<file path="src/logic/obj_pkg.sv">
//--------------------------------------------------
// object line engine shared definitions
//   sizes of table, object, line and ROM address
//   attribute, ROM address, ROM row and pixel structs
//   controller state enum
//--------------------------------------------------

`default_nettype none

package obj_pkg;

    localparam int OBJ_COUNT  = 16;   // attribute table entries
    localparam int OBJ_LIMIT  = 4;    // max objects drawn per line
    localparam int OBJ_HEIGHT = 8;    // lines
    localparam int OBJ_WIDTH  = 16;   // pixels
    localparam int LINE_WIDTH = 256;  // pixels per line
    localparam int GFX_AW     = 10;   // graphics ROM address width

    // one object attribute entry, 27 bits
    typedef struct packed {
        logic [7:0] y;      // top line
        logic [7:0] x;      // left pixel
        logic [6:0] code;   // graphics number
        logic [2:0] pal;    // 0 disables the object
        logic       hflip;  // mirror horizontally
    } obj_attr_t;

    // ROM address, one row of one object
    typedef struct packed {
        logic [6:0] code;
        logic [2:0] row;    // row inside the object
    } gfx_addr_t;

    // one ROM row, two bitplanes
    typedef struct packed {
        logic [15:0] plane1;
        logic [15:0] plane0;
    } gfx_row_t;

    // line buffer pixel
    typedef struct packed {
        logic [2:0] pal;
        logic [1:0] color;  // 0 is transparent / black
    } obj_pxl_t;

    typedef enum logic [2:0] {
        IDLE,   // after reset, waiting for a line
        SCAN,   // walking the table
        FETCH,  // waiting on the ROM row
        DRAW,   // shifter busy
        DONE    // line finished, waiting for the next one
    } obj_state_e;

endpackage

`default_nettype wire

</file>
<file path="src/logic/obj_attr_scan.sv">
//--------------------------------------------------
// object attribute table
//   16 entries written from the CPU side
//   combinational line hit compare on scan_idx
//--------------------------------------------------

`timescale 1ns/100ps
`default_nettype none

module obj_attr_scan (
    input  wire                      clk,
    input  wire                      wr_valid,
    input  wire  [3:0]               wr_idx,
    input  wire  obj_pkg::obj_attr_t wr_data,
    input  wire  [7:0]               line,
    input  wire  [3:0]               scan_idx,
    output logic                     hit,
    output logic [2:0]               row,
    output obj_pkg::obj_attr_t       attr
);
    import obj_pkg::*;

    obj_attr_t  table_q [OBJ_COUNT];  // plain registers
    logic [7:0] diff;                 // line - y, wraps at 256
    logic       in_range;
    logic       enabled;

    // CPU write, seen by the scan on the next cycle
    always_ff @(posedge clk) begin
        if (wr_valid)
            table_q[wr_idx] <= wr_data;
    end

    assign attr = table_q[scan_idx];

    // objects starting near 255 wrap into the top lines
    assign diff     = line - attr.y;
    assign in_range = diff < 8'(OBJ_HEIGHT);
    assign enabled  = attr.pal != 3'd0;    // palette 0 never draws

    assign hit = in_range && enabled;
    assign row = diff[2:0];   // only meaningful with hit

endmodule

`default_nettype wire

</file>
<file path="config.mk">
export PLATFORM = sky130hd
export DESIGN_NAME = obj_attr_scan
export DESIGN_NICKNAME = d
export VERILOG_FILES = /design/src/logic/obj_pkg.sv /design/src/logic/obj_attr_scan.sv
export SDC_FILE = /design/constraint.sdc
export NUM_CORES = 1
export LEC_CHECK = 0
export BUFFER_PORTS_ARGS = -buffer_cell sky130_fd_sc_hd__buf_2
export CORE_MARGIN = 5
export CORE_UTILIZATION = 39
export DETAILED_ROUTE_END_ITERATION = 10
export SYNTH_ARGS = -nofsm -noshare
export SYNTH_HDL_FRONTEND = slang
export SYNTH_SLANG_ARGS = --single-unit
</file>
<file path="constraint.sdc">
create_clock -name clk -period 2.95 [get_ports clk]
set_clock_uncertainty 0.05 [all_clocks]
set_input_delay 0 -clock clk [delete_from_list [all_inputs] [get_ports clk]]
set_output_delay 0 -clock clk [all_outputs]
set_load 0.05 [all_outputs]
</file>
Word-level counts from Yosys, hierarchy flattened
Memory sizes are Yosys's and may differ from the RTL's.
Index checks and enable logic that the tools add are counted.
- register bits: 0
- RAM bits: 432
- bits of input ports: 45
- output and inout port bits: 31
- word-level logic and storage cells: 7
- memories: 1
- $add $sub $neg: 1
- magnitude comparators: 1
- muxes and demuxes: 2
- reductions and logical operators: 2
- memories (name ; words ; width ; rd ports ; clocked after memory_dff ; wr ports ; RTL line ; text):
    table_q ; 16 ; 27 ; 1 ; 0 ; 1 ; obj_attr_scan.sv:23 ; obj_attr_t table_q [OBJ_COUNT];
- operators by type and width (operator ; count):
    less-than comparator 8 x 4 -> 1 bit (second input constant) ; 1
    subtractor 8 bit ; 1
    nonzero test 3 bit ; 1
    2-to-1 mux 1 bit ; 2
    logical AND 1 bit ; 1

Depth between registers and ports, before layout
An unclocked memory read counts as a cell.
- depth in word-level cells: 4
- depth in mapped cells: 12
- gate-level depth less buffers: 9

Least setup slack after synthesis
Ideal clock, no wire load.
- path type: in2out
- start: input scan_idx[1]
- end: output hit
- arrival: 3708 ps
- required time: 2900 ps
- setup slack: -808 ps
- stages: 12
- buffers on the path: 3
- path through: buf_2 > buf_2 > buf_1 > mux4_2 > mux4_2 > ha_1 > fa_1 > nor2b_1 > o31ai_1 > o31ai_1 > a22oi_1 > nor4_2
- RTL lines (what ; RTL line ; text):
    start: declaration ; obj_attr_scan.sv:16 ; input wire [3:0] scan_idx,
    end: declaration ; obj_attr_scan.sv:17 ; output logic hit,

Worst setup path in the final report
- start: memory table_q[15][25] (netlist name)
- end: output hit
- word-level cells in the longest chain between the ends: 4
- ends and longest elaborated chain (what ; RTL line ; text):
    start: declaration ; obj_attr_scan.sv:23 ;
    memory (16 x 27 bit) ; -- ;
    subtractor 8 bit ; obj_attr_scan.sv:37 ; assign diff = line - attr.y;
    less-than comparator 8 x 4 -> 1 bit ; obj_attr_scan.sv:38 ; assign in_range = diff < 8'(OBJ_HEIGHT);
    logical AND 1 bit ; obj_attr_scan.sv:41 ; assign hit = in_range && enabled;
Every way passes these cells.

==> out/metrics.cfg <==
[floorplan]
die-area_um2=46940
initial_core_util=0.3953
rows=75
die_h_um=216.7
coreArea_um2=42130
io_pins=76
die_w_um=216.7

[timing]
setup_viol=2
rsz0062_at_grt=yes
final_hold_viol_count=0
max_slew_margin=0.4821
whs_ps=105.9
max_freq_ghz=0.2905
slew_violations=0
finalCriticalPeriod_ps=3443
worstMarginPinSlew_ps=776.9
fin_ws_ps=-492.6
period_share=1.167

[place]
io_buffer_count=75
gp_congestion=0.7547
dp_hpwl_um=19980
placed_area_um2=18140

[final_layout]
fill_cells=3449
largest_reg_flops=432
reg.largest.list=table_q: 432 flops
nets=897
area_growth_pct=19.28
seq_area_um2=12970
layout-drive-gt1-share=0.4036
n_antenna_cell=0
utilization=0.4716
largest-register=table_q
final_area_um2=19870
multi_input_area_um2=3684

[synthesis]
yosysMostFrequentCell=edfxtp_1
syn_area_um2=16660
yosys-top-cells-area=edfxtp_1, mux4_2, buf_6
avgSynthCellArea_um2=24.53
ys_warn_count=0
synth-seq-cells=432
yosys-top-cells-count=edfxtp_1, mux4_2, nor2_1
synth_cell_types=31
synth_fp_nets=732
synth_top_area_cell=edfxtp_1
synth_edf_count=432
synth-main-ff-cell=edfxtp_1
netlist_instances=679
yosysSeqAreaShare=0.7788
synth-async-reset-ratio=0
synth.top_cell.area_share=0.7788

[clock_tree]
clock-sinks=432
cts_buffers=43
htree_levels=2
cts_buffer_depth=3
path_clk_slew_ps=60
cts_tree=built
root_buffer=clkbuf_16

[route]
viasPerCell=5.371
first_iter_violations=539
post-route-drc-count=0
via_count=7605
first_pass_iters=5
wl_um=35640
drt.antenna.violating_nets=0
wl_per_cell_um=25.17

[power_and_ir_drop]
power_w=0.01330
leakagePower_nw=6.357
powerDensity_nw_per_um2=669.4
peakVddDrop_mv=0.3803

[setup_path]
critical_path.max_fanout=6
crit_path_end_kind=output port
start_kind=register
crit_required_ps=2900
arrival_ps=3390
path_class=register to output port

[global_route]
antenna_found_initial=1
grtUsageTotal=0.1532
grt_pass1_vias=8150
grt_pass1_wl_um=53780
gr-total-overflow=0
grt_max_degree=52

[worst_hold_path]
min-delay-start=wr_idx[2]
whs_path_depth=3
hold_path_class=input port to register
min_to=table_q[15][10]$_DFFE_PP_

[outcome]
failed_checks=negative setup slack
status=finished with violations

[run]
drv_cap=0

[cell usage in the layout (no fill, tap or decap), types with 2 or more instances in the layout]
| cell | count |
|---|---|
| a21oi_2 | 3 |
| a22oi_1 | 4 |
| buf_12 | 8 |
| buf_2 | 70 |
| buf_4 | 40 |
| buf_6 | 5 |
| bufinv_16 | 4 |
| clkbuf_1 | 11 |
| clkbuf_16 | 44 |
| clkinv_1 | 7 |
| clkinv_2 | 10 |
| dlygate4sd3_1 | 27 |
| edfxtp_1 | 432 |
| ha_1 | 3 |
| ha_4 | 4 |
| inv_1 | 3 |
| inv_2 | 7 |
| mux4_2 | 132 |
| nand2_1 | 7 |
| nand2b_1 | 2 |
| nand3_1 | 8 |
| nand3b_1 | 3 |
| nor2_1 | 2 |
| nor2_4 | 12 |
| nor2b_1 | 3 |
| nor3_2 | 5 |
| o31ai_1 | 2 |
[where the power goes]
group / switching, W / total, W / leakage [nW] / internal (W)
combinational: 0.000653 / 0.00110 / 1.78 / 0.000449
sequential: 0.0000245 / 0.00690 / 3.90 / 0.00688
clock: 0.00220 / 0.00529 / 0.673 / 0.00309
total: 0.00288 / 0.0133 / 6.36 / 0.0104
[routing by layer]
| layer | share of wire | track usage | vias up |
|---|---|---|---|
| li1 | - | - | 3264 |
| met5 | 0.00020 | 0 | - |
| met2 | 0.49 | 0.2432 | 210 |
| met4 | 0.012 | 0.02968 | 2 |
| met3 | 0.054 | 0.02847 | 39 |
| met1 | 0.45 | 0.2267 | 4090 |
[critical path, cell delays in order, from the launching register on]
cell	delay (ps)
edfxtp_1	360
mux4_2	490
mux4_2	510
inv_2	80
ha_4	210
a21oi_2	110
o21ai_1	90
or3_4	370
and3_4	190
nor4_4	250
buf_6	190
[how the worst max path moves through the flow]
stage | start | endpoint | slack [ps] | depth (start not counted)
after floorplan | table_q[15][25]$_DFFE_PP_ | hit | -260 | 9
after global placement | table_q[3][21]$_DFFE_PP_ | hit | -50 | 10
after detailed placement | table_q[3][21]$_DFFE_PP_ | hit | -70 | 10
after CTS | table_q[15][24]$_DFFE_PP_ | hit | -530 | 10
after global routing | table_q[12][20]$_DFFE_PP_ | hit | -630 | 10
final | table_q[15][25]$_DFFE_PP_ | hit | -490 | 10
[layout make-up]
class / count / area share
Clock buffer: 55 / 0.05749
Sequential cell: 432 / 0.6529
Timing Repair Buffer: 150 / 0.05724
Inverter: 10 / 0.001889
Tap cell: 539 / 0.03394
Multi-Input combinational cell: 207 / 0.1854
Clock inverter: 23 / 0.01115
[cells by family after synthesis]
group / share of synthesized area
buffers and inverters: 0.01375
flip-flops: 0.7788
multiplexers: 0.1785
AO/OA/AOI/OAI: 0.005784
XOR/XNOR: 0.001052
adder cells (fa/ha/maj): 0.006460
AND/OR/NAND/NOR: 0.01570
[metrics by stage]
step	setup TNS [ps]	cells	setup slack (ps)
after detailed placement	-74.40	1309	-74.40
after floorplan	-415.9	679	-261.5
after CTS	-587.6	1415	-534.0
after global placement	-51.48	1309	-51.48
final	-514.7	1416	-492.6
after global routing	-788.5	1416	-632.3
[repair_timing]
action | 4_1_cts | 5_1_grt
pin swaps | 4 | 1
hold buffers | 27 | 0
buffers inserted | 1 | 1
setup endpoints to repair | 3 | 3
hold endpoints to repair | 432 | 0
gates resized for setup | 12 | 5
(Power assumes the default switching activity.)
