## src/logic/obj_pkg.sv

```systemverilog
//--------------------------------------------------
// object line engine shared definitions
//   sizes of table, object, line and ROM address
//   attribute, ROM address, ROM row and pixel structs
//   controller state enum
//--------------------------------------------------

`default_nettype none

package obj_pkg;

    localparam int OBJ_COUNT  = 16;   // attribute table entries
    localparam int OBJ_LIMIT  = 4;    // max objects drawn per line
    localparam int OBJ_HEIGHT = 8;    // lines
    localparam int OBJ_WIDTH  = 16;   // pixels
    localparam int LINE_WIDTH = 256;  // pixels per line
    localparam int GFX_AW     = 10;   // graphics ROM address width

    // one object attribute entry, 27 bits
    typedef struct packed {
        logic [7:0] y;      // top line
        logic [7:0] x;      // left pixel
        logic [6:0] code;   // graphics number
        logic [2:0] pal;    // 0 disables the object
        logic       hflip;  // mirror horizontally
    } obj_attr_t;

    // ROM address, one row of one object
    typedef struct packed {
        logic [6:0] code;
        logic [2:0] row;    // row inside the object
    } gfx_addr_t;

    // one ROM row, two bitplanes
    typedef struct packed {
        logic [15:0] plane1;
        logic [15:0] plane0;
    } gfx_row_t;

    // line buffer pixel
    typedef struct packed {
        logic [2:0] pal;
        logic [1:0] color;  // 0 is transparent / black
    } obj_pxl_t;

    typedef enum logic [2:0] {
        IDLE,   // after reset, waiting for a line
        SCAN,   // walking the table
        FETCH,  // waiting on the ROM row
        DRAW,   // shifter busy
        DONE    // line finished, waiting for the next one
    } obj_state_e;

endpackage

`default_nettype wire

```

## src/logic/obj_shifter.sv

```systemverilog
//--------------------------------------------------
// object row shifter
//   two bitplane shift registers, optional mirror
//   one line buffer write per pixel, clipped at 255
//--------------------------------------------------

`timescale 1ns/100ps
`default_nettype none

module obj_shifter (
    input  wire                      clk,
    input  wire                      rst,
    input  wire                      start,
    input  wire  obj_pkg::obj_attr_t attr,
    input  wire  obj_pkg::gfx_row_t  row,
    output logic                     done,
    output logic                     wr_valid,
    output logic [7:0]               wr_x,
    output obj_pkg::obj_pxl_t        wr_pxl
);
    import obj_pkg::*;

    logic        busy;
    logic [3:0]  cnt;        // pixel within the row
    logic [15:0] plane1_q;
    logic [15:0] plane0_q;
    logic        hflip_q;
    logic [2:0]  pal_q;
    logic [8:0]  pos;        // 9 bits so the clip is visible
    logic        last_pxl;

    assign last_pxl = cnt == 4'(OBJ_WIDTH - 1);

    always_ff @(posedge clk) begin
        if (rst) begin
            busy <= 1'b0;
            cnt  <= 4'd0;
            done <= 1'b0;
        end else begin
            done <= busy && last_pxl;
            if (start) begin
                busy <= 1'b1;
                cnt  <= 4'd0;
            end else if (busy) begin
                cnt <= cnt + 4'd1;
                if (last_pxl)
                    busy <= 1'b0;
            end
        end
    end

    always_ff @(posedge clk) begin
        if (start) begin
            plane1_q <= row.plane1;
            plane0_q <= row.plane0;
            hflip_q  <= attr.hflip;
            pal_q    <= attr.pal;
            pos      <= {1'b0, attr.x};
        end else if (busy) begin
            // MSB first normally, LSB first when mirrored
            plane1_q <= hflip_q ? {1'b0, plane1_q[15:1]} : {plane1_q[14:0], 1'b0};
            plane0_q <= hflip_q ? {1'b0, plane0_q[15:1]} : {plane0_q[14:0], 1'b0};
            pos      <= pos + 9'd1;
        end
    end

    assign wr_valid     = busy && !pos[8];  // drop pixels past x = 255
    assign wr_x         = pos[7:0];
    assign wr_pxl.pal   = pal_q;
    assign wr_pxl.color = hflip_q ? {plane1_q[0], plane0_q[0]}
                                  : {plane1_q[15], plane0_q[15]};

endmodule

`default_nettype wire

```

## config.mk

```make
export PLATFORM = sky130hd
export DESIGN_NAME = obj_shifter
export DESIGN_NICKNAME = d
export VERILOG_FILES = /design/src/logic/obj_pkg.sv /design/src/logic/obj_shifter.sv
export SDC_FILE = /design/constraint.sdc
export NUM_CORES = 1
export LEC_CHECK = 0
export ABC_AREA = 1
export BUFFER_PORTS_ARGS = -buffer_cell sky130_fd_sc_hd__buf_2
export CAP_MARGIN = 20
export CORE_AREA = 2 2 81 83
export DETAILED_ROUTE_END_ITERATION = 10
export DIE_AREA = 0 0 83 85
export PLACE_DENSITY = 0.69
export SYNTH_ARGS = -nofsm -noshare
export SYNTH_HDL_FRONTEND = slang
export SYNTH_SLANG_ARGS = --single-unit
```

## constraint.sdc

```tcl
create_clock -name clk -period 3.95 [get_ports clk]
set_clock_uncertainty 0.15 [all_clocks]
set_input_delay 0.1975 -clock clk [delete_from_list [all_inputs] [get_ports clk]]
set_output_delay 0.1975 -clock clk [all_outputs]
set_load 0.01 [all_outputs]
```

# == Word-level counts from Yosys, hierarchy flattened ==
# Cells that the tools add are included.
# totals
register_bits,51
latchBits,0
ram_bits,0
mem_bits_ro,0
output_inout_bits,15
memories,0
# classes
n_addsub,2
n_mul,0
div_mod_pow,0
n_lt_le_gt_ge,0
n_eq_ne,1
shift,0
muxes,12
bitwise,0
reduce_logical,5
# ops
op,n
$mux W16,6
$mux W8,2
$add A9 B1 Y9 const B,1
$add A4 B1 Y4 const B,1
$eq A4 B4 Y1 const B,1
$mux W1,3
$logic_and A1 B1 Y1,2
$mux W2,1
$reduce_bool A2 Y1,1
$reduce_or A2 Y1,1
$logic_not A1 Y1,1

# == Longest topological paths before layout ==
# logic_depth
depth_word,4
depth_mapped,7
ltp_nobuf,7

# == Worst setup path after synthesis ==
# No wires, ideal clock.
# synth_timing
path_type,register -> register
startpoint,register busy
endpoint,"register plane0_q[0], enable pin"
setup_time_ps,398
arrival_time_ps,1372
required_ps,3402
setup_slack_ps,2030
path_stages_with_launch,3
path_buffers,0
period_less_slack_ps,1920
path_cell_list,dfxtp_1 -> inv_1 -> nand2_1
# synth_between
elab_chain_cells,1
# synth_rtl
item,line_no,source
"start, declared",obj_shifter.sv:23,logic busy;
"start signal, assigned",obj_shifter.sv:36,busy <= 1'b0;
"start signal, assigned",obj_shifter.sv:42,busy <= 1'b1;
"start signal, assigned",obj_shifter.sv:47,busy <= 1'b0;
$reduce_bool A2 Y1 (no source line),n/a,
"end signal, assigned",obj_shifter.sv:55,plane0_q <= row.plane0;
"end signal, assigned",obj_shifter.sv:62,"plane0_q <= hflip_q ? {1'b0, plane0_q[15:1]} : {plane0_q[14:0], 1'b0};"
"end, declared",obj_shifter.sv:26,logic [15:0] plane0_q;
# Every way passes these cells.
# A chain may end at the register's enable or synchronous reset.

# == Worst setup path in the final report ==
# layout_timing
startpoint,input start
endpoint,"register plane1_q[7], data pin"
# layout_between
elab_chain_cells,1
# layout_rtl
item,line_no,source
"start, declared",obj_shifter.sv:13,"input wire start,"
$mux W16,obj_shifter.sv:53,if (start) begin
"end signal, assigned",obj_shifter.sv:54,plane1_q <= row.plane1;
"end signal, assigned",obj_shifter.sv:61,"plane1_q <= hflip_q ? {1'b0, plane1_q[15:1]} : {plane1_q[14:0], 1'b0};"
"end, declared",obj_shifter.sv:25,logic [15:0] plane1_q;
# Every way passes these cells.

==> results.json <==
{
  "ys_ff_latch": 51,
  "cts_resized": 0,
  "status": "finished clean",
  "clk_latency_ns": 0.31,
  "tns_ns": 0,
  "clk_pin_slew_ns": 0.10,
  "total_power_mw": 1.33,
  "fin_crit_sh_pct": 44.0,
  "synth.yosys.warnings": 0,
  "fp.dieW_um": 83,
  "grt_overflow": 0,
  "drt_first_pass_iters": 4,
  "synth_seq_area_share_pct": 54.3,
  "finalWirelength_mm": 5.38,
  "grt_antenna_before_repair": 0,
  "setup_viol": 0,
  "start_util_pct": 43.4,
  "nets": 375,
  "grt_setup_unrepaired": "false",
  "post_cts_buffers": 0,
  "grt_start_max_net_pins": 41,
  "hpwl_mm": 3.66,
  "drv_slew": 0,
  "worstPathMaxFanout": 36,
  "fillers": 591,
  "hold_slack_ns": 0.00707,
  "coreArea_sq_um": 6200,
  "vdd_drop_max_mv": 0.176,
  "port_buffers": 61,
  "vias_per_cell": 4.94,
  "p_leak_nw": 1.37,
  "final_layout_size_suffix_gt1_share_pct": 33.7,
  "gp_congestion": 0.820,
  "area_growth_pct": 17.7,
  "fin_crit_ns": 1.74,
  "grt_usage_pct": 16.0,
  "cts_root_buffer": "clkbuf_8",
  "final_cell_mix": "nand2_1 (62), buf_2 (61), edfxtp_1 (44)",
  "cpLargestDelayFamily": "buffers and inverters",
  "setup_slack_ns": 2.21,
  "critPathLaunchType": "input port",
  "ff_latch_area_sq_um": 1460,
  "yosysUniqueCellTypes": 24,
  "cp_cell_sequence": "buf_2 -> buf_4 -> or2_4 -> o221ai_2",
  "final_cells": 389,
  "endpoint_kind": "flip-flop",
  "synth_cells": 253,
  "grt_pass1_vias": 1903,
  "dpl_cell_area_sq_um": 2970,
  "drv_cap": 0,
  "criticalPathCategory": "in -> reg",
  "h-tree-depth": 2,
  "clock.fmax_ghz": 0.575,
  "fin_util_pct": 51.1,
  "hold_class": "in -> reg",
  "multi_input_area_sq_um": 918,
  "worst_pin_slew_ns": 0.533,
  "dieArea_sq_um": 7060,
  "slowest_delay_ns": 0.53,
  "drtIter0Drc": 114,
  "final_common_cell": "nand2_1",
  "synthesis.area_sq_um": 2690,
  "cts_buffers": 5,
  "clkSinkCount": 51,
  "worst-path-buf-inv": 2,
  "num_rows": 29,
  "slew-limit-headroom_pct": 64.5,
  "dpl_worst_slack_ns": 1.86,
  "wl_per_cell_um": 13.8,
  "n_antenna_cell": 0,
  "vias": 1921,
  "syn_avg_cell_area_sq_um": 10.6,
  "finalInstanceArea_sq_um": 3170,
  "io_pins": 77,
  "hold_violations": 0,
  "place_inst": 375,
  "tritoncts": "yes",
  "clockBufferDepth": 2,
  "die_h_um": 85,
  "cp.required_ns": 3.83,
  "final_antenna_net_count": 0,
  "drc": 0,
  "grt_pass1_wl_mm": 9.00,
  "slowest_stage": "or2_4",
  "syn-num-nets": 317,
  "pwr_density_cell_nw_per_um2": 419,
  "worstPathArrival_ns": 1.62
}
==> where the power goes <==
part	total [mW]	internal (mW)	switching, mW
Combinational	0.214	0.0842	0.130
Clock	0.435	0.253	0.182
Sequential	0.679	0.652	0.0262
==> metal layers <==
| layer | global-route usage, % | vias up | routed length (um) |
|---|---|---|---|
| met4 | 4.92 | 0 | 65 |
| met1 | 21.4 | 886 | 2480 |
| met2 | 26.0 | 43 | 2600 |
| li1 | - | 987 | - |
| met3 | 3.99 | 5 | 235 |
| met5 | 0 | - | 0 |
==> flip-flops by register name (all words and copies together) (netlist names) <==
register / count
busy: 1
pal_q: 3
plane0_q: 16
done: 1
hflip_q: 1
cnt: 4
pos: 9
plane1_q: 16
==> worst register-to-register path, cell delays in order (launching register included) <==
cell and delay, ns:
dfxtp_1 0.45, inv_1 0.13, nand2_1 0.07, buf_4 0.45
==> final timing paths <==
check / from / end / slack, ns / cells after the start
max: start / plane1_q[7]$_DFFE_PP_ / 2.21 / 4
min: row[18] / plane1_q[2]$_DFFE_PP_ / 0.007 / 3
max reg2reg: busy$_SDFF_PP0_ / plane0_q[9]$_DFFE_PP_ / 2.32 / 3
min reg2reg: cnt[3]$_SDFFE_PP0P_ / cnt[3]$_SDFFE_PP0P_ / 0.31 / 1
==> synthesized netlist by cell type <==
master | count | area (sq um)
nand2_1 | 62 | 233
edfxtp_1 | 44 | 1320
inv_1 | 42 | 158
o221ai_2 | 28 | 420
nor2_1 | 13 | 48.8
buf_4 | 11 | 82.6
o21ai_0 | 9 | 45.0
dfxtp_1 | 7 | 140
nand3_1 | 7 | 35.0
a21oi_1 | 5 | 25.0
buf_6 | 4 | 45.0
nand4_1 | 3 | 18.8
o21ai_1 | 3 | 15.0
buf_2 | 2 | 10.0
clkbuf_1 | 2 | 7.51
ha_1 | 2 | 25.0
o21ai_2 | 2 | 17.5
a31oi_1 | 1 | 6.26
inv_2 | 1 | 3.75
inv_4 | 1 | 6.26
nor3_1 | 1 | 5.00
o21bai_1 | 1 | 7.51
o31ai_1 | 1 | 7.51
or2_4 | 1 | 8.76
==> cells by family after synthesis <==
| group | share of synthesized area, % |
|---|---|
| adder cells (fa/ha/maj) | 0.929 |
| flip-flops | 54.3 |
| AND/OR/NAND/NOR | 13.0 |
| AO/OA/AOI/OAI | 20.2 |
| buffers and inverters | 11.6 |
==> area by class of cell <==
cell class	instances	area share, %
clock buffers	5	2.17
clock inverters	3	2.13
flip-flops and latches	51	46.1
multi-input cells	139	29.0
repair buffers	70	12.2
inverters	44	5.29
well taps	77	3.04
==> repair_timing <==
action,in CTS,in global routing
endpoints found under the hold margin,7,0
hold buffers,6,0
endpoints found under the setup margin,0,0
(Power assumes the default switching activity.)
