==> src/logic/obj_pkg.sv <==
//--------------------------------------------------
// object line engine shared definitions
//   sizes of table, object, line and ROM address
//   attribute, ROM address, ROM row and pixel structs
//   controller state enum
//--------------------------------------------------

`default_nettype none

package obj_pkg;

    localparam int OBJ_COUNT  = 16;   // attribute table entries
    localparam int OBJ_LIMIT  = 4;    // max objects drawn per line
    localparam int OBJ_HEIGHT = 8;    // lines
    localparam int OBJ_WIDTH  = 16;   // pixels
    localparam int LINE_WIDTH = 256;  // pixels per line
    localparam int GFX_AW     = 10;   // graphics ROM address width

    // one object attribute entry, 27 bits
    typedef struct packed {
        logic [7:0] y;      // top line
        logic [7:0] x;      // left pixel
        logic [6:0] code;   // graphics number
        logic [2:0] pal;    // 0 disables the object
        logic       hflip;  // mirror horizontally
    } obj_attr_t;

    // ROM address, one row of one object
    typedef struct packed {
        logic [6:0] code;
        logic [2:0] row;    // row inside the object
    } gfx_addr_t;

    // one ROM row, two bitplanes
    typedef struct packed {
        logic [15:0] plane1;
        logic [15:0] plane0;
    } gfx_row_t;

    // line buffer pixel
    typedef struct packed {
        logic [2:0] pal;
        logic [1:0] color;  // 0 is transparent / black
    } obj_pxl_t;

    typedef enum logic [2:0] {
        IDLE,   // after reset, waiting for a line
        SCAN,   // walking the table
        FETCH,  // waiting on the ROM row
        DRAW,   // shifter busy
        DONE    // line finished, waiting for the next one
    } obj_state_e;

endpackage

`default_nettype wire

==> src/logic/obj_ctrl.sv <==
//--------------------------------------------------
// object engine controller FSM
//   line handshake and back buffer toggle
//   table walk, fetch and draw per hit
//   hit count, overflow flag, line done pulse
//--------------------------------------------------

`timescale 1ns/100ps
`default_nettype none

module obj_ctrl (
    input  wire                     clk,
    input  wire                     rst,
    input  wire                     line_valid,
    input  wire  [7:0]              line,
    output logic                    line_ready,
    output logic                    line_done,
    output logic                    line_ovf,
    output logic                    buf_sel,
    output logic [3:0]              scan_idx,
    output logic [7:0]              scan_line,   // latched line for the scanner
    input  wire                     scan_hit,
    input  wire  [2:0]              scan_row,
    input  wire  obj_pkg::obj_attr_t scan_attr,
    output logic                    fetch_start,
    output obj_pkg::gfx_addr_t      fetch_addr,
    input  wire                     fetch_done,
    input  wire  obj_pkg::gfx_row_t fetch_row,
    output logic                    draw_start,
    output obj_pkg::obj_attr_t      draw_attr,
    output obj_pkg::gfx_row_t       draw_row,
    input  wire                     draw_done
);
    import obj_pkg::*;

    obj_state_e state;
    logic [2:0] hit_cnt;    // objects drawn on this line
    logic       ovf_seen;   // overflow hit met earlier in the walk
    logic       last_idx;
    logic       ovf_hit;
    logic       take_hit;

    assign last_idx   = scan_idx == 4'(OBJ_COUNT - 1);
    assign ovf_hit    = scan_hit && (hit_cnt == 3'(OBJ_LIMIT));
    assign take_hit   = scan_hit && !ovf_hit;
    assign line_ready = (state == IDLE) || (state == DONE);
    assign draw_row   = fetch_row;  // fetcher holds the row until the next fetch

    always_ff @(posedge clk) begin
        if (rst) begin
            state       <= IDLE;
            buf_sel     <= 1'b0;
            scan_idx    <= 4'd0;
            hit_cnt     <= 3'd0;
            ovf_seen    <= 1'b0;
            line_done   <= 1'b0;
            line_ovf    <= 1'b0;
            fetch_start <= 1'b0;
            draw_start  <= 1'b0;
        end else begin
            line_done   <= 1'b0;  // pulses
            fetch_start <= 1'b0;
            draw_start  <= 1'b0;
            case (state)
                IDLE, DONE: if (line_valid) begin
                    buf_sel  <= ~buf_sel;  // rendered buffer goes to the front
                    scan_idx <= 4'd0;
                    hit_cnt  <= 3'd0;
                    ovf_seen <= 1'b0;
                    line_ovf <= 1'b0;
                    state    <= SCAN;
                end
                SCAN: begin
                    if (take_hit) begin
                        fetch_start <= 1'b1;
                        hit_cnt     <= hit_cnt + 3'd1;
                        state       <= FETCH;
                    end else if (last_idx) begin
                        line_done <= 1'b1;
                        line_ovf  <= ovf_seen | ovf_hit;
                        state     <= DONE;
                    end else begin
                        scan_idx <= scan_idx + 4'd1;
                        ovf_seen <= ovf_seen | ovf_hit;
                    end
                end
                FETCH: if (fetch_done) begin
                    draw_start <= 1'b1;
                    state      <= DRAW;
                end
                DRAW: if (draw_done) begin
                    if (last_idx) begin
                        line_done <= 1'b1;
                        line_ovf  <= ovf_seen;
                        state     <= DONE;
                    end else begin
                        scan_idx <= scan_idx + 4'd1;
                        state    <= SCAN;
                    end
                end
                default: state <= IDLE;
            endcase
        end
    end

    // payload captured at handshake and on a taken hit
    always_ff @(posedge clk) begin
        if (line_ready && line_valid)
            scan_line <= line;
        if (state == SCAN && take_hit) begin
            fetch_addr.code <= scan_attr.code;
            fetch_addr.row  <= scan_row;
            draw_attr       <= scan_attr;  // table may change while drawing
        end
    end

endmodule

`default_nettype wire

==> config.mk <==
export PLATFORM = sky130hd
export DESIGN_NAME = obj_ctrl
export DESIGN_NICKNAME = d
export VERILOG_FILES = /design/src/logic/obj_pkg.sv /design/src/logic/obj_ctrl.sv
export SDC_FILE = /design/constraint.sdc
export NUM_CORES = 1
export LEC_CHECK = 0
export BUFFER_PORTS_ARGS = -buffer_cell sky130_fd_sc_hd__clkbuf_2
export CORE_ASPECT_RATIO = 1.2
export CORE_UTILIZATION = 44
export CTS_CLUSTER_SIZE = 30
export DETAILED_ROUTE_END_ITERATION = 7
export PLACE_DENSITY = 0.87
export SYNTH_ARGS = -nofsm -noshare
export SYNTH_HDL_FRONTEND = slang
export SYNTH_SLANG_ARGS = --single-unit
==> constraint.sdc <==
create_clock -name clk -period 3.69 [get_ports clk]
set_input_delay 0.1845 -clock clk [delete_from_list [all_inputs] [get_ports clk]]
set_output_delay 0.1845 -clock clk [all_outputs]
set_load 0.005 [all_outputs]
Yosys cells after proc, flatten, opt, wreduce, memory -nomap -nowiden --
Cells that the tools add are included.
Storage, ports and cells: output and inout bits 87, register bits after elaboration 54, input port bits 76
Cells by class: bitwise operators 4, muxes and demuxes 30, $add $sub $neg 2, reduce and logical (&&, ||, !) cells 18, eq/ne operators 15
Operators by type and width (number):
- $mux 3 | 8
- $mux 4 | 4
- $ne 2x2->1 const B | 8
- $mux 1 | 12
- $pmux 3 s4 | 1
- $pmux 4 s3 | 1
- $reduce_and 4->1 | 3
- $eq 3x2->1 const B | 2
- $eq 3x3->1 const B | 2
- $pmux 3 s2 | 1
- $reduce_and 6->1 | 1
- $reduce_or 2->1 | 3
- $add 4x1->4 const B | 1
- $eq 4x4->1 const B | 1
- $logic_and 1x1->1 | 4
- $pmux 1 s2 | 2
- $add 3x1->3 const B | 1
- $eq 3x1->1 const B | 1
- $logic_not 3->1 | 1
- $ne 3x3->1 const B | 1
- $not 1->1 | 3
- $pmux 1 s3 | 1
- $reduce_and 3->1 | 1
- $reduce_bool 3->1 | 1
- 5 further kinds | 5

Logic depth before layout (Yosys ltp) --
word-level depth 6, gate-level depth with buffers 7

Worst setup path after synthesis --
OpenSTA, ideal clock, no wires.
kind register to register, from register state[0], to register scan_idx[0], cell stages (with the launch flop) 6, buffers on the path 1, data required time 3.567 ns, period minus slack after synthesis 1.618 ns, arrival time 1.494 ns, setup slack 2.072 ns, setup time 0.123 ns, cells stage by stage dfxtp_1 -> buf_6 -> nor3b_4 -> a21oi_4 -> a21oi_2 -> mux2_1
On the way: word-level cells in the longest chain between the ends 4, elaborated cells between the ends (all ways) 11
Ends and longest elaborated chain:
- from (decl) | line obj_ctrl.sv:36 | obj_state_e state;
- from (signal assigned) | line obj_ctrl.sv:51 | state <= IDLE;
- from (signal assigned) | line obj_ctrl.sv:71 | state <= SCAN;
- from (signal assigned) | line obj_ctrl.sv:77 | state <= FETCH;
- $eq 3x3->1 or $logic_not 3->1 (tied branches) | line obj_ctrl.sv:64 | case (state)
- $reduce_or 2->1 | line obj_ctrl.sv:64
- $ne 2x2->1 (no line) or $reduce_bool 3->1 (tied branches)
- $reduce_and 4->1 (no line)
- to (signal assigned) | line obj_ctrl.sv:83 | scan_idx <= scan_idx + 4'd1;
- to (signal assigned) | line obj_ctrl.sv:97 | scan_idx <= scan_idx + 4'd1;
- to (decl) | line obj_ctrl.sv:20 | output logic [3:0] scan_idx,
Several ways; a longest one is shown, not always the timed one. A chain may end at the register's enable or synchronous reset.

Worst setup path in the final report --
Same ends and word-level chain as after synthesis.

==> summary.md <==
| Metric | Value |
|---|---|
| Status | finished, final reports clean |
| Cell Area, Synth | 2310 sq um |
| CTS tree | yes |
| Placer's final routability congestion estimate | 0.910 |
| Unrepaired setup endpoints after global routing | no |
| Async set-reset flop share out of synthesis | 0% |
| DR vias | 1,470 |
| CTS resizes | 0 |
| Cell chain of the critical path | nor3b_4 -> a21oi_4 -> a21oi_2 -> mux2_1 |
| Reg2reg end | scan_idx[0]$_SDFFE_PP0P_ |
| Power Dens Cells | 452 nW/um^2 |
| Tcrit/Tclk final | 49.5% |
| Gate Count Post-Synth | 175 |
| Req. time, crit path | 3880 ps |
| Final WL | 3.94 mm |
| Setup Viol. Count Final | 0 |
| Num CTS Buffers | 5 |
| Crit-path max cell delay | 680 ps |
| Initial Util | 46.5% |
| Total clock sinks | 54 |
| Syn_area_per_cell | 13.2 sq um |
| Syn. warnings | 0 |
| Clock skew | 4.35 ps |
| Slew headroom | 50.1% |
| Setup TNS | 0 ps |
| Die area | 5550 sq um |
| Setup Buffers After CTS | 0 |
| Reg-to-Reg Start | state[0]$_SDFFE_PP0P_ |
| Worst Hold Depth | 1 |
| Synth Register Bits | 54 |
| Die height | 81.4 um |
| Pleak | 1.12 nW |
| P_sw | 0.285 mW |
| R2R setup slack | 1860 ps |
| Pin count of the biggest net entering global routing | 36 |
| Cts hold-fix bufs | 0 |
| Smallest hold slack | 53.8 ps |
| Startpoint Class | flop |
| Port Buffers | 98 |
| Initial antenna violation count | 0 |
| First-pass GRT wire length | 5.71 mm |
| Post-synth cell types | 44 |
| DRC | 0 |
| Most frequent cells in the layout | clkbuf_2, edfxtp_1, dfxtp_1, nor2_1, nor3_1 |
| Slew Viols, Final | 0 |
| Die width | 68.2 um |
| CTS H-tree lvls | 2 |
| Switch share | 23.8% |
| All-Layer GR Usage | 14.1% |
| Post-layout util | 53.2% |
| Post-synth EDFFs | 38 |
| Ys flop type | edfxtp_1 |
| Reg clk slew, reported paths | 90 ps |
| Path depth of the worst reg2reg path | 4 |
| CP Class | reg2reg |
| Vias in the first global route | 1,310 |
| Reg power frac | 59.2% |
| Hold Path Class | in2reg |
| Drt first pass iters | 4 |
| Final nets | 315 |
| Int Pwr | 0.912 mW |
| Worst-Margin Slew | 748 ps |
| Root buf cell | clkbuf_8 |
| MaxCap Viol Count | 0 |
| Rows | 28 |
| Commonest non-fill, non-tap cell in the layout | clkbuf_2 |
| Worst Path Arrival | 2020 ps |
| Via density | 4.95 |
| Peak supply drop | 0.276 mV |
| P&R area growth vs syn | 14.5% |
| Initial drt markers | 123 |
| Dpl hpwl | 2.99 mm |
| HP Start | scan_attr[0] |
| Average wire per standard cell | 13.3 um |
| Core ar. | 4970 sq um |
| Final hold violation count | 0 |
| Non-Filler Instances | 297 |
| Antenna cells | 0 |
| Clk Latency, worst-skew pair | 300 ps |
| Slowest cell on crit path | nor3b_4 |
| Total gr overflow | 0 |
| Combinational power share | 12.2% |
| Clock share of power | 28.6% |
| Syn_nets | 254 |
| Layout cells sized above 1 | 47.7% |
| Ports | 163 |
| Placed Cells | 289 |
| CP max FO | 15 |
| Minimum clock period | 1830 ps |
| Worst-case clock buffer depth | 2 |
| Final ANT Viol Nets | 0 |
| Worst setup EP type | flop |
| F_max | 547 MHz |
| WHS Endpoint | draw_attr[0]$_DFFE_PP_ |
| Seq/Total Area, Yosys | 63.2% |
power groups by stage:
stage	registers (mW)	logic, mW	clock network [mW]
after CTS	0.709	0.148	0.355
final	0.708	0.146	0.342
after global routing	0.713	0.166	0.376
after global placement	0.721	0.144	0
after floorplan	0.719	0.120	0
after detailed placement	0.723	0.148	0
how the worst max path moves through the flow:
stage,start,endpoint,depth (start not counted)
after floorplan,state[0]$_SDFFE_PP0P_,scan_idx[0]$_SDFFE_PP0P_,5
after global placement,state[0]$_SDFFE_PP0P_,scan_idx[0]$_SDFFE_PP0P_,4
after detailed placement,state[0]$_SDFFE_PP0P_,scan_idx[0]$_SDFFE_PP0P_,4
final,state[0]$_SDFFE_PP0P_,scan_idx[0]$_SDFFE_PP0P_,4
after global routing,state[0]$_SDFFE_PP0P_,scan_idx[3]$_SDFFE_PP0P_,5
after CTS,state[0]$_SDFFE_PP0P_,scan_idx[0]$_SDFFE_PP0P_,4
flip-flops by register name (all words and copies together), names as in the netlist, 3 cells and up:
register	flops
draw_attr	27
hit_cnt	3
fetch_addr	3
scan_line	8
scan_idx	4
state	3
layout make-up:
type                       instances  area (sq um)
clock buffer                       6          82.6
inverter                           6          25.0
sequential                        54          1460
clock inverter                     2          16.3
tap                               60          75.1
multi-input combinational         71           494
fill                             424          2330
timing repair buffer              98           490
logic make-up after synthesis:
group / after synthesis / synth area share [%]
AO/OA/AOI/OAI: 20 / 6.23
XOR/XNOR: 3 / 1.14
adder cells (fa/ha/maj): 3 / 1.62
buffers and inverters: 50 / 15.4
flip-flops: 54 / 63.2
multiplexers: 2 / 0.920
AND/OR/NAND/NOR: 43 / 11.5
stage by stage:
step | setup WS [ps] | power, mW | area (sq um)
final | 1860 | 1.20 | 2650
after global routing | 1720 | 1.26 | 2650
after CTS | 1850 | 1.21 | 2650
after detailed placement | 1870 | 0.870 | 2550
after global placement | 1920 | 0.864 | 2550
after floorplan | 2070 | 0.840 | 2310
cell usage after synthesis, types with 3 or more instances:
cell type	n	share of area [%]
a21oi_1	6	1.3
buf_4	40	13
dfxtp_1	16	14
edfxtp_1	38	49
ha_1	3	1.6
inv_1	5	0.81
nand2_1	4	0.65
nand2b_1	5	1.4
nand3_1	4	0.87
nor2_1	8	1.3
nor3_1	8	1.7
critical path, delay by kind of cell, from the launching register on:
family	cells	cell delay [ps]
AND/OR/NAND/NOR	1	680
flip-flops	1	430
multiplexers	1	330
AO/OA/AOI/OAI	2	270
routing by layer:
| metal | GRT usage [%] | up-vias | routed length (um) |
|---|---|---|---|
| li1 | - | 703 | - |
| met3 | 5.34 | 12 | 426 |
| met2 | 22.8 | 102 | 1800 |
| met1 | 15.8 | 653 | 1630 |
| met4 | 7.71 | 0 | 86 |
| met5 | 0 | - | 0 |
No activity file was read; power rests on OpenSTA's default activity.
