**src/logic/obj_pkg.sv**
```systemverilog
//--------------------------------------------------
// object line engine shared definitions
//   sizes of table, object, line and ROM address
//   attribute, ROM address, ROM row and pixel structs
//   controller state enum
//--------------------------------------------------

`default_nettype none

package obj_pkg;

    localparam int OBJ_COUNT  = 16;   // attribute table entries
    localparam int OBJ_LIMIT  = 4;    // max objects drawn per line
    localparam int OBJ_HEIGHT = 8;    // lines
    localparam int OBJ_WIDTH  = 16;   // pixels
    localparam int LINE_WIDTH = 256;  // pixels per line
    localparam int GFX_AW     = 10;   // graphics ROM address width

    // one object attribute entry, 27 bits
    typedef struct packed {
        logic [7:0] y;      // top line
        logic [7:0] x;      // left pixel
        logic [6:0] code;   // graphics number
        logic [2:0] pal;    // 0 disables the object
        logic       hflip;  // mirror horizontally
    } obj_attr_t;

    // ROM address, one row of one object
    typedef struct packed {
        logic [6:0] code;
        logic [2:0] row;    // row inside the object
    } gfx_addr_t;

    // one ROM row, two bitplanes
    typedef struct packed {
        logic [15:0] plane1;
        logic [15:0] plane0;
    } gfx_row_t;

    // line buffer pixel
    typedef struct packed {
        logic [2:0] pal;
        logic [1:0] color;  // 0 is transparent / black
    } obj_pxl_t;

    typedef enum logic [2:0] {
        IDLE,   // after reset, waiting for a line
        SCAN,   // walking the table
        FETCH,  // waiting on the ROM row
        DRAW,   // shifter busy
        DONE    // line finished, waiting for the next one
    } obj_state_e;

endpackage

`default_nettype wire

```
**src/logic/obj_gfx_fetch.sv**
```systemverilog
//--------------------------------------------------
// graphics ROM fetch
//   request register held through back-pressure
//   response capture and done pulse
//--------------------------------------------------

`timescale 1ns/100ps
`default_nettype none

module obj_gfx_fetch (
    input  wire                       clk,
    input  wire                       rst,
    input  wire                       start,
    input  wire  obj_pkg::gfx_addr_t  addr,
    output logic                      done,
    output obj_pkg::gfx_row_t         row,
    output logic                      req_valid,
    output logic [obj_pkg::GFX_AW-1:0] req_addr,
    input  wire                       req_ready,
    input  wire                       rsp_valid,
    input  wire  obj_pkg::gfx_row_t   rsp_data
);
    import obj_pkg::*;

    logic wait_rsp;  // request accepted, response pending
    logic rsp_take;

    assign rsp_take = wait_rsp && rsp_valid;

    always_ff @(posedge clk) begin
        if (rst) begin
            req_valid <= 1'b0;
            wait_rsp  <= 1'b0;
            done      <= 1'b0;
        end else begin
            done <= rsp_take;
            if (start)
                req_valid <= 1'b1;
            else if (req_valid && req_ready) begin
                req_valid <= 1'b0;  // accepted
                wait_rsp  <= 1'b1;
            end
            if (rsp_take)
                wait_rsp <= 1'b0;
        end
    end

    always_ff @(posedge clk) begin
        if (start)
            req_addr <= addr;   // steady until accepted
        if (rsp_take)
            row <= rsp_data;    // held for the shifter
    end

endmodule

`default_nettype wire

```
**config.mk**
```make
export PLATFORM = sky130hd
export DESIGN_NAME = obj_gfx_fetch
export DESIGN_NICKNAME = d
export VERILOG_FILES = /design/src/logic/obj_pkg.sv /design/src/logic/obj_gfx_fetch.sv
export SDC_FILE = /design/constraint.sdc
export NUM_CORES = 1
export LEC_CHECK = 0
export BUFFER_PORTS_ARGS = -buffer_cell sky130_fd_sc_hd__buf_2
export CORE_UTILIZATION = 36
export DETAILED_ROUTE_END_ITERATION = 6
export PLACE_DENSITY = 0.7
export SLEW_MARGIN = 20
export SYNTH_ARGS = -nofsm -noshare
export SYNTH_HDL_FRONTEND = slang
export SYNTH_SLANG_ARGS = --single-unit
```
**constraint.sdc**
```tcl
create_clock -name clk -period 1.65 [get_ports clk]
set_input_delay 0.33 -clock clk [delete_from_list [all_inputs] [get_ports clk]]
set_output_delay 0.33 -clock clk [all_outputs]
set_load 0.05 [all_outputs]
```
# [Word-level counts from Yosys, hierarchy flattened]
# Cells that the tools add are included.
[totals] ff_bits=45 mem_bits_ro=0 mem_count=0 mem_bits_rw=0 latchBits=0 wordCells=14 inputBits=47 output_inout_bits=44
[classes] n_shift=0 mul=0 reduce_logical=5 bitwise=1 muxes=2 n_addsub=0 div=0 eq_ne=0 n_lt_le_gt_ge=0
[ops] op="$logic_and 1x1->1" count=2
[ops] op="$mux 1" count=2
[ops] op="$reduce_and 2->1" count=1
[ops] op="$reduce_bool 2->1" count=1
[ops] op="$reduce_or 2->1" count=1
[ops] op="$not 1->1" count=1

# [Longest topological paths before layout]
# Gate-level depths: netlist of run 1.
[logic_depth] word_depth=3 ltp_mapped=2 depth_no_buf=2

# [Least setup slack after synthesis of run 1]
# Ideal clock, no wire load.
[synth_path] path_type="input to register" start="input rsp_valid" end="register row[0] (netlist bit), enable pin" path_stages=1 setup_slack_ns=0.452 arrival_ns=0.823 setup_ns=0.375 required_time_ns=1.275 path_cell_list="and2_2"
[synth_between] elab_chain_len=1
[synth_rtl] item="start, declared" line="obj_gfx_fetch.sv:20" rtl="input wire rsp_valid,"
[synth_rtl] item="$logic_and 1x1->1" line="obj_gfx_fetch.sv:28" rtl="assign rsp_take = wait_rsp && rsp_valid;"
[synth_rtl] item="end signal, assigned" line="obj_gfx_fetch.sv:52" rtl="row <= rsp_data;"
[synth_rtl] item="end, declared" line="obj_gfx_fetch.sv:16" rtl="output obj_pkg::gfx_row_t row,"
# Every way passes these cells.
# A chain may end at the register's enable or synchronous reset.

# [Final worst setup path of run 1]
[layout_path] start="register req_valid" end="output req_valid"
[layout_rtl] item="start, declared" line="obj_gfx_fetch.sv:17" rtl="output logic req_valid,"
[layout_rtl] item="start signal, assigned" line="obj_gfx_fetch.sv:32" rtl="req_valid <= 1'b0;"
[layout_rtl] item="start signal, assigned" line="obj_gfx_fetch.sv:38" rtl="req_valid <= 1'b1;"
[layout_rtl] item="start signal, assigned" line="obj_gfx_fetch.sv:40" rtl="req_valid <= 1'b0;"
# No word-level cell between the ends.

==> results of run 1 <==
how the worst min path moves through the flow:
| stage | start | to | cells past startpoint |
|---|---|---|---|
| floorplan | rst | done | 1 |
| global placement | wait_rsp | wait_rsp | 2 |
| detailed placement | wait_rsp | wait_rsp | 2 |
| CTS | rsp_data[18] | row[18] | 1 |
| global route | rsp_data[29] | row[29] | 1 |
| finish | rsp_data[27] | row[27] | 1 |
cell families (layout without fill, tap and decap cells):
| logic type | count (synthesis) | count (layout) |
|---|---|---|
| AO/OA/AOI/OAI | 2 | 2 |
| buffers and inverters | 1 | 101 |
| flip-flops | 45 | 45 |
| AND/OR/NAND/NOR | 5 | 5 |
cell usage after synthesis:
cell type	n	share of area, %
a21oi_1	2	0.73
dfxtp_1	3	4.4
nor2b_4	1	1.0
nand4bb_1	1	0.82
nand2b_1	2	0.91
and2_2	1	0.54
edfxtp_1	42	91
inv_1	1	0.27
worst register-to-register path, delay by kind of cell, from the launching register on:
family | cells | cell delay, ps
buffers and inverters | 1 | 250
AND/OR/NAND/NOR | 1 | 150
flip-flops | 1 | 340
routing by layer:
| metal | vias to the layer above | wire (µm) | share of wire (%) | global-route usage, % |
|---|---|---|---|---|
| met3 | 3 | 286 | 12 | 7.68 |
| met4 | 0 | 25 | 1.1 | 4.26 |
| met1 | 376 | 846 | 36 | 11.3 |
| met5 | - | 0 | 0 | 0 |
| li1 | 402 | - | - | - |
| met2 | 49 | 1180 | 50 | 20.6 |
registers in the layout, indices dropped and copies added, names as in the netlist:
signal and flops:
done 1, req_valid 1, req_addr 10, wait_rsp 1
row 32
metrics by stage:
step / cells / hold WS (ps) / total power, µW
after CTS: 201 / 202 / 2120
after floorplan: 53 / 394 / 1430
after detailed placement: 193 / 467 / 1510
after global routing: 201 / 189 / 2170
final: 201 / 212 / 2090
after global placement: 193 / 461 / 1510
cells in the final DEF, fill, tap and decap left out:
cell type,Yosys,final
a21oi_1,2,2
and2_2,1,1
buf_2,0,90
buf_4,0,2
clkbuf_8,0,5
clkinv_1,0,2
clkinv_2,0,1
dfxtp_1,3,3
edfxtp_1,42,42
inv_1,1,1
nand2b_1,2,2
nand4bb_1,1,1
nor2b_4,1,1
power by group:
part           switching, µW  internal (µW)
registers               7.87           1280
logic                    137           60.5
clock network            319            284
layout make-up:
type / instances / area [µm²]
clock buffers: 5 / 68.8
repair buffers: 92 / 465
well taps: 48 / 60.1
multi-input cells: 7 / 55.1
fillers: 315 / 1670
clock inverters: 3 / 12.5
inverters: 1 / 3.75
flip-flops and latches: 45 / 1320
==> metrics, run 1 <==
power per cell area 1050 nW/µm²; final core occ 54.3%; Die X 63.9 µm; Tmin final 1230 ps; Critical Path Start Type register; RePlAce Congestion 0.668; clock tree from TritonCTS done; clock latency on the worst-skew pair 280 ps; CTS Buf Count 5; fin crit share 74.5%; drt first-iter violations 15; Worst Max-Slew Pin Slew 269 ps; worst slack, placed 500 ps; CTS clk-pin slew, worst paths 80 ps; final hold vios 0; largest family of logic cells by synthesized area simple AND/OR/NAND/NOR gates; complex-gate fraction of the synthesized area 0.725%; Fin Clk Skew 3.56 ps; Ant. Diodes 0; pin count of the biggest net entering global routing 20; syn_area_per_cell 26.0 µm²; setup bufs post-CTS 0; Total GRT Usage 12.0%; R2R depth 2; Post-DP Area 1910 µm²; Fin Setup TNS 0 ps; XOR/XNOR Fraction of Synth Area 0%; crit path max fanout 3; worst hold path class primary input to register; Crit Path Category register to output pin; CP endpoint req_valid; P&R area growth vs syn 44.0%; area share of fa/ha/maj cells after synthesis 0%; DP HPWL 1840 µm; Worst Slack Setup Final 421 ps; Yosys warning count 0; # Max-Cap Violations 0; DR pass1 iterations 4; r2r endpoint row[13]; Crit Reg-Reg Startpoint wait_rsp; Max Freq 814 MHz; hold_buf cts 0; Netlist cell types 8; Vias 830; CP peak stage delay 350 ps; CP arrival 900 ps; cell breakdown of the critical path buf_2; CP Data Required Time 1320 ps; CP delay by family, top flip-flops; GRT overflow 0; Synth Cell Area 1380 µm²; Die Ht 63.9 µm; antenna-violating nets left 0; Yosys reg bits 45; max_slew headroom 82.2%; # rows 22; final setup fails 0; core box area 3660 µm²; total clock sinks 45; IR drop worst, VDD 0.583 mV; initial antenna violation count 0; residual DRC count 0; WP buf/inv 1; Max H-tree Level 2; critical path capture point type output pin; Layout Nets 199; post-synthesis mux area share 0%; slowest stage cell, crit path dfxtp_1; layout cells sized above 1 65.4%; die area 4090 µm²; outcome finished, final reports clean; number of cells on the critical path 1; final WL 2340 µm; vias per cell 4.13; R2R Setup Slk 600 ps; synthesized net count 100; synthesized instance count 53; Seq/Total Area, Yosys 95.7%; PortBufs 90; vias in the first global route 815; initial core utilization 37.7%; Worst Setup SP req_valid; DR WL/cell 11.6 µm; Slew Limit Fails 0; Ports 91; cts repair resizes 0; Synth Area in Simple Gates 3.26%; clock root buffer clkbuf_8; Max clock buf depth 2; P_leak 0.000840 µW; RSZ-0062 raised after global routing false; first-pass GRT wire length 3440 µm; Final Cell Area 1990 µm²
Power figures use the tool's default switching activity.
==> run 2, diff against run 1 <==
--- a/config.mk
+++ b/config.mk
@@ -5,10 +5,11 @@
 export SDC_FILE = /design/constraint.sdc
 export NUM_CORES = 1
 export LEC_CHECK = 0
+export ABC_AREA = 1
 export BUFFER_PORTS_ARGS = -buffer_cell sky130_fd_sc_hd__buf_2
 export CORE_UTILIZATION = 36
 export DETAILED_ROUTE_END_ITERATION = 6
-export PLACE_DENSITY = 0.7
+export PLACE_DENSITY = 0.73
 export SLEW_MARGIN = 20
 export SYNTH_ARGS = -nofsm -noshare
 export SYNTH_HDL_FRONTEND = slang
==> constraint.sdc (replaced) <==
create_clock -name clk -period 1.1 [get_ports clk]
set_input_delay 0.22 -clock clk [delete_from_list [all_inputs] [get_ports clk]]
set_output_delay 0.22 -clock clk [all_outputs]
set_load 0.05 [all_outputs]
==> run 2 against run 1 <==
Against the previous run:
- synthesized cell count increased by 7.5%
- global-route usage rose by 1.1 points
- via count is 0.84% higher
- critical endpoint is now row[20]
- critical path depth is the same
- final cell count grew 1.5%
- non-clock buffer count fell by 1
- clock power rose by 51%
- area after synthesis about the same
- first-iteration DRC count is 27% higher
- clock-buffer cell count up 3
==> metrics, run 2 <==
core box area 3660 µm² (unchanged); final WL 2570 µm (+9.9%); max FFs per register 32 (unchanged); number of cells on the critical path 1 (unchanged); outcome finished, final reports clean; XOR/XNOR Fraction of Synth Area 0% (unchanged); WP buf/inv 1 (unchanged); pin count of the biggest net entering global routing 33 (+65%); PortBufs 90 (unchanged); most frequent cells in the layout buf_2 (47), edfxtp_1 (42), buf_6 (30); P&R area growth vs syn 61.1%; max_slew headroom 83.4% (+1.3 points); CTS clk-pin slew, worst paths 70 ps (about the same); Regs by FF count row: 32 flops, req_addr: 10 flops; CTS Buf Count 5 (unchanged); Post-synth EDFFs 42 (unchanged); die area 4080 µm² (about the same); P_leak 0.000924 µW (+10%); final setup fails 0 (unchanged); clock latency on the worst-skew pair 280 ps (about the same); Die X 63.9 µm (about the same); R2R depth 3 (+1); IR drop worst, VDD 1.15 mV (+97%); Layout Cells excl Fill 204 (+1.5%); power per cell area 1460 nW/µm² (+39%); fin crit share 99.6%; most common cell after layout, fill and taps aside buf_2; Crit Path Category register to output pin; DR WL/cell 12.6 µm (+8.2%); cell taking the most area after synthesis edfxtp_1; # rows 22 (unchanged); Slew Limit Fails 0 (unchanged); Min Hold Slack 107 ps (-105 ps); CP peak stage delay 420 ps (+70 ps); Die Ht 63.9 µm (about the same); Max Freq 912 MHz; Max clock buf depth 2 (unchanged); Tmin final 1100 ps; Worst Setup SP row[20]; drt first-iter violations 19 (+4); largest family of logic cells by synthesized area simple AND/OR/NAND/NOR gates; asr flop ratio synth 0% (unchanged); r2r endpoint row[3]; total clock sinks 45 (unchanged); Largest Register row; Fin Clk Skew 1.18 ps (-2.38 ps); CP arrival 880 ps (-20 ps); CP Data Required Time 880 ps (-440 ps); slowest stage cell, crit path edfxtp_1; complex-gate fraction of the synthesized area 0.998% (+0.27 points); initial antenna violation count 1 (+1); CP endpoint row[20]; Worst Max-Slew Pin Slew 251 ps (-18.9 ps); worst hold path class primary input to register; post-synthesis mux area share 0% (unchanged); cell breakdown of the critical path buf_6; synthesized net count 104 (+4.0%); most numerous cell in the Yosys netlist edfxtp_1; DP HPWL 1940 µm (+5.2%); first-pass GRT wire length 3760 µm (+9.4%); R2R Setup Slk 110 ps (-490 ps); Ports 91 (unchanged); final hold vios 0 (unchanged); clock root buffer clkbuf_8; vias in the first global route 859 (+5.4%); critical path capture point type output pin; synthesized instance count 57 (+7.5%); Synth Area in Simple Gates 1.81% (-1.4 points); Max H-tree Level 2 (unchanged); Ant. Diodes 0 (unchanged); GRT overflow 0 (unchanged); residual DRC count 0 (unchanged); antenna-violating nets left 0 (unchanged); Synth Cell Area 1380 µm² (about the same); setup bufs post-CTS 0 (unchanged); syn_area_per_cell 24.2 µm² (-7.1%); final core occ 60.7% (+6.4 points); Layout Nets 202 (+1.5%); Yosys top cell area share 91.5% (about the same); initial core utilization 37.7% (about the same); layout cells sized above 1 65.4% (about the same); top cells by count, synth edfxtp_1 (42), inv_1 (4), dfxtp_1 (3), nand2_2 (2); crit path max fanout 1 (-2); Critical Path Start Type register; DR pass1 iterations 4 (unchanged); Vias 837 (+0.84%); placed cell count 196 (+1.6%); RSZ-0062 raised after global routing true; main flop type after synthesis edfxtp_1; RePlAce Congestion 0.665 (-0.48%); synth top area cells edfxtp_1 (91%), dfxtp_1 (4.4%), inv_1 (1.1%); CP delay by family, top flip-flops; Yosys reg bits 45 (unchanged); Crit Reg-Reg Startpoint wait_rsp; # Max-Cap Violations 0 (unchanged); Yosys warning count 0 (unchanged); fillers 292 (-7.3%); vias per cell 4.10 (-0.64%); Seq/Total Area, Yosys 95.8% (about the same); area share of fa/ha/maj cells after synthesis 0% (unchanged); Total GRT Usage 13.1% (+1.1 points); clock tree from TritonCTS done; hold_buf cts 0 (unchanged); Netlist cell types 10 (+2)
[run 2: cell count changes in the layout (fill, tap and decap cells not counted), sizes merged, moves of 2 or more]
| cell | previous run | this run |
|---|---|---|
| clkbuf | 5 | 8 |
| nand2 | 0 | 3 |
| clkinv | 3 | 1 |
| inv | 1 | 3 |
| nand2b | 2 | 0 |
[run 2: cells by family after synthesis]
family	Yosys count
flip-flops	45
buffers and inverters	5
AND/OR/NAND/NOR	5
AO/OA/AOI/OAI	2
[run 2: layer usage]
metal | vias up | wire length [µm] | global-route usage, %
met4 | 0 | 32 | 4.26
met5 | - | 0 | 0
met3 | 4 | 307 | 8.93
met1 | 376 | 869 | 13.0
met2 | 50 | 1360 | 21.5
li1 | 407 | - | -
[run 2: report_power, final]
group	internal (µW)	total [µW]	switching, µW
combinational	143	380	237
sequential	1930	1950	22.0
clock	450	913	463
[run 2: worst min-delay path by stage]
stage / start / endpoint / depth (start not counted)
floorplan: rst / req_valid / 1
global placement: rsp_data[6] / row[6] / 1
detailed placement: rsp_data[19] / row[19] / 1
CTS: rsp_data[19] / row[19] / 1
global route: rsp_data[11] / row[11] / 1
finish: rsp_data[19] / row[19] / 1
[run 2: area by class of cell]
class / instances / area, µm² / share of cell area (%)
Multi-Input combinational cell: 7 / 43.8 / 1.97
Sequential cell: 45 / 1320 / 59.6
Tap cell: 48 / 60.1 / 2.70
Timing Repair Buffer: 91 / 691 / 31.1
Clock buffer: 8 / 80.1 / 3.61
Inverter: 5 / 22.5 / 1.01
[run 2: timing repair]
item                                    in CTS  in global routing
pin swaps                                    0                  0
endpoints found under the setup margin      15                 42
cloned                                       0                  0
gates resized for setup                     19                 83
[run 2: metrics by stage]
step / total power [µW] / TNS, ps / area [µm²] / setup WS, ps
2_1_floorplan: 2180 / -3160 / 1390 / -98.7
3_3_place_gp: 2310 / 0 / 1920 / 139
3_5_place_dp: 2320 / 0 / 1920 / 106
4_1_cts: 3250 / -10.2 / 2050 / -8.56
5_1_grt: 3370 / -196 / 2220 / -37.0
6_report: 3250 / 0 / 2220 / 3.95
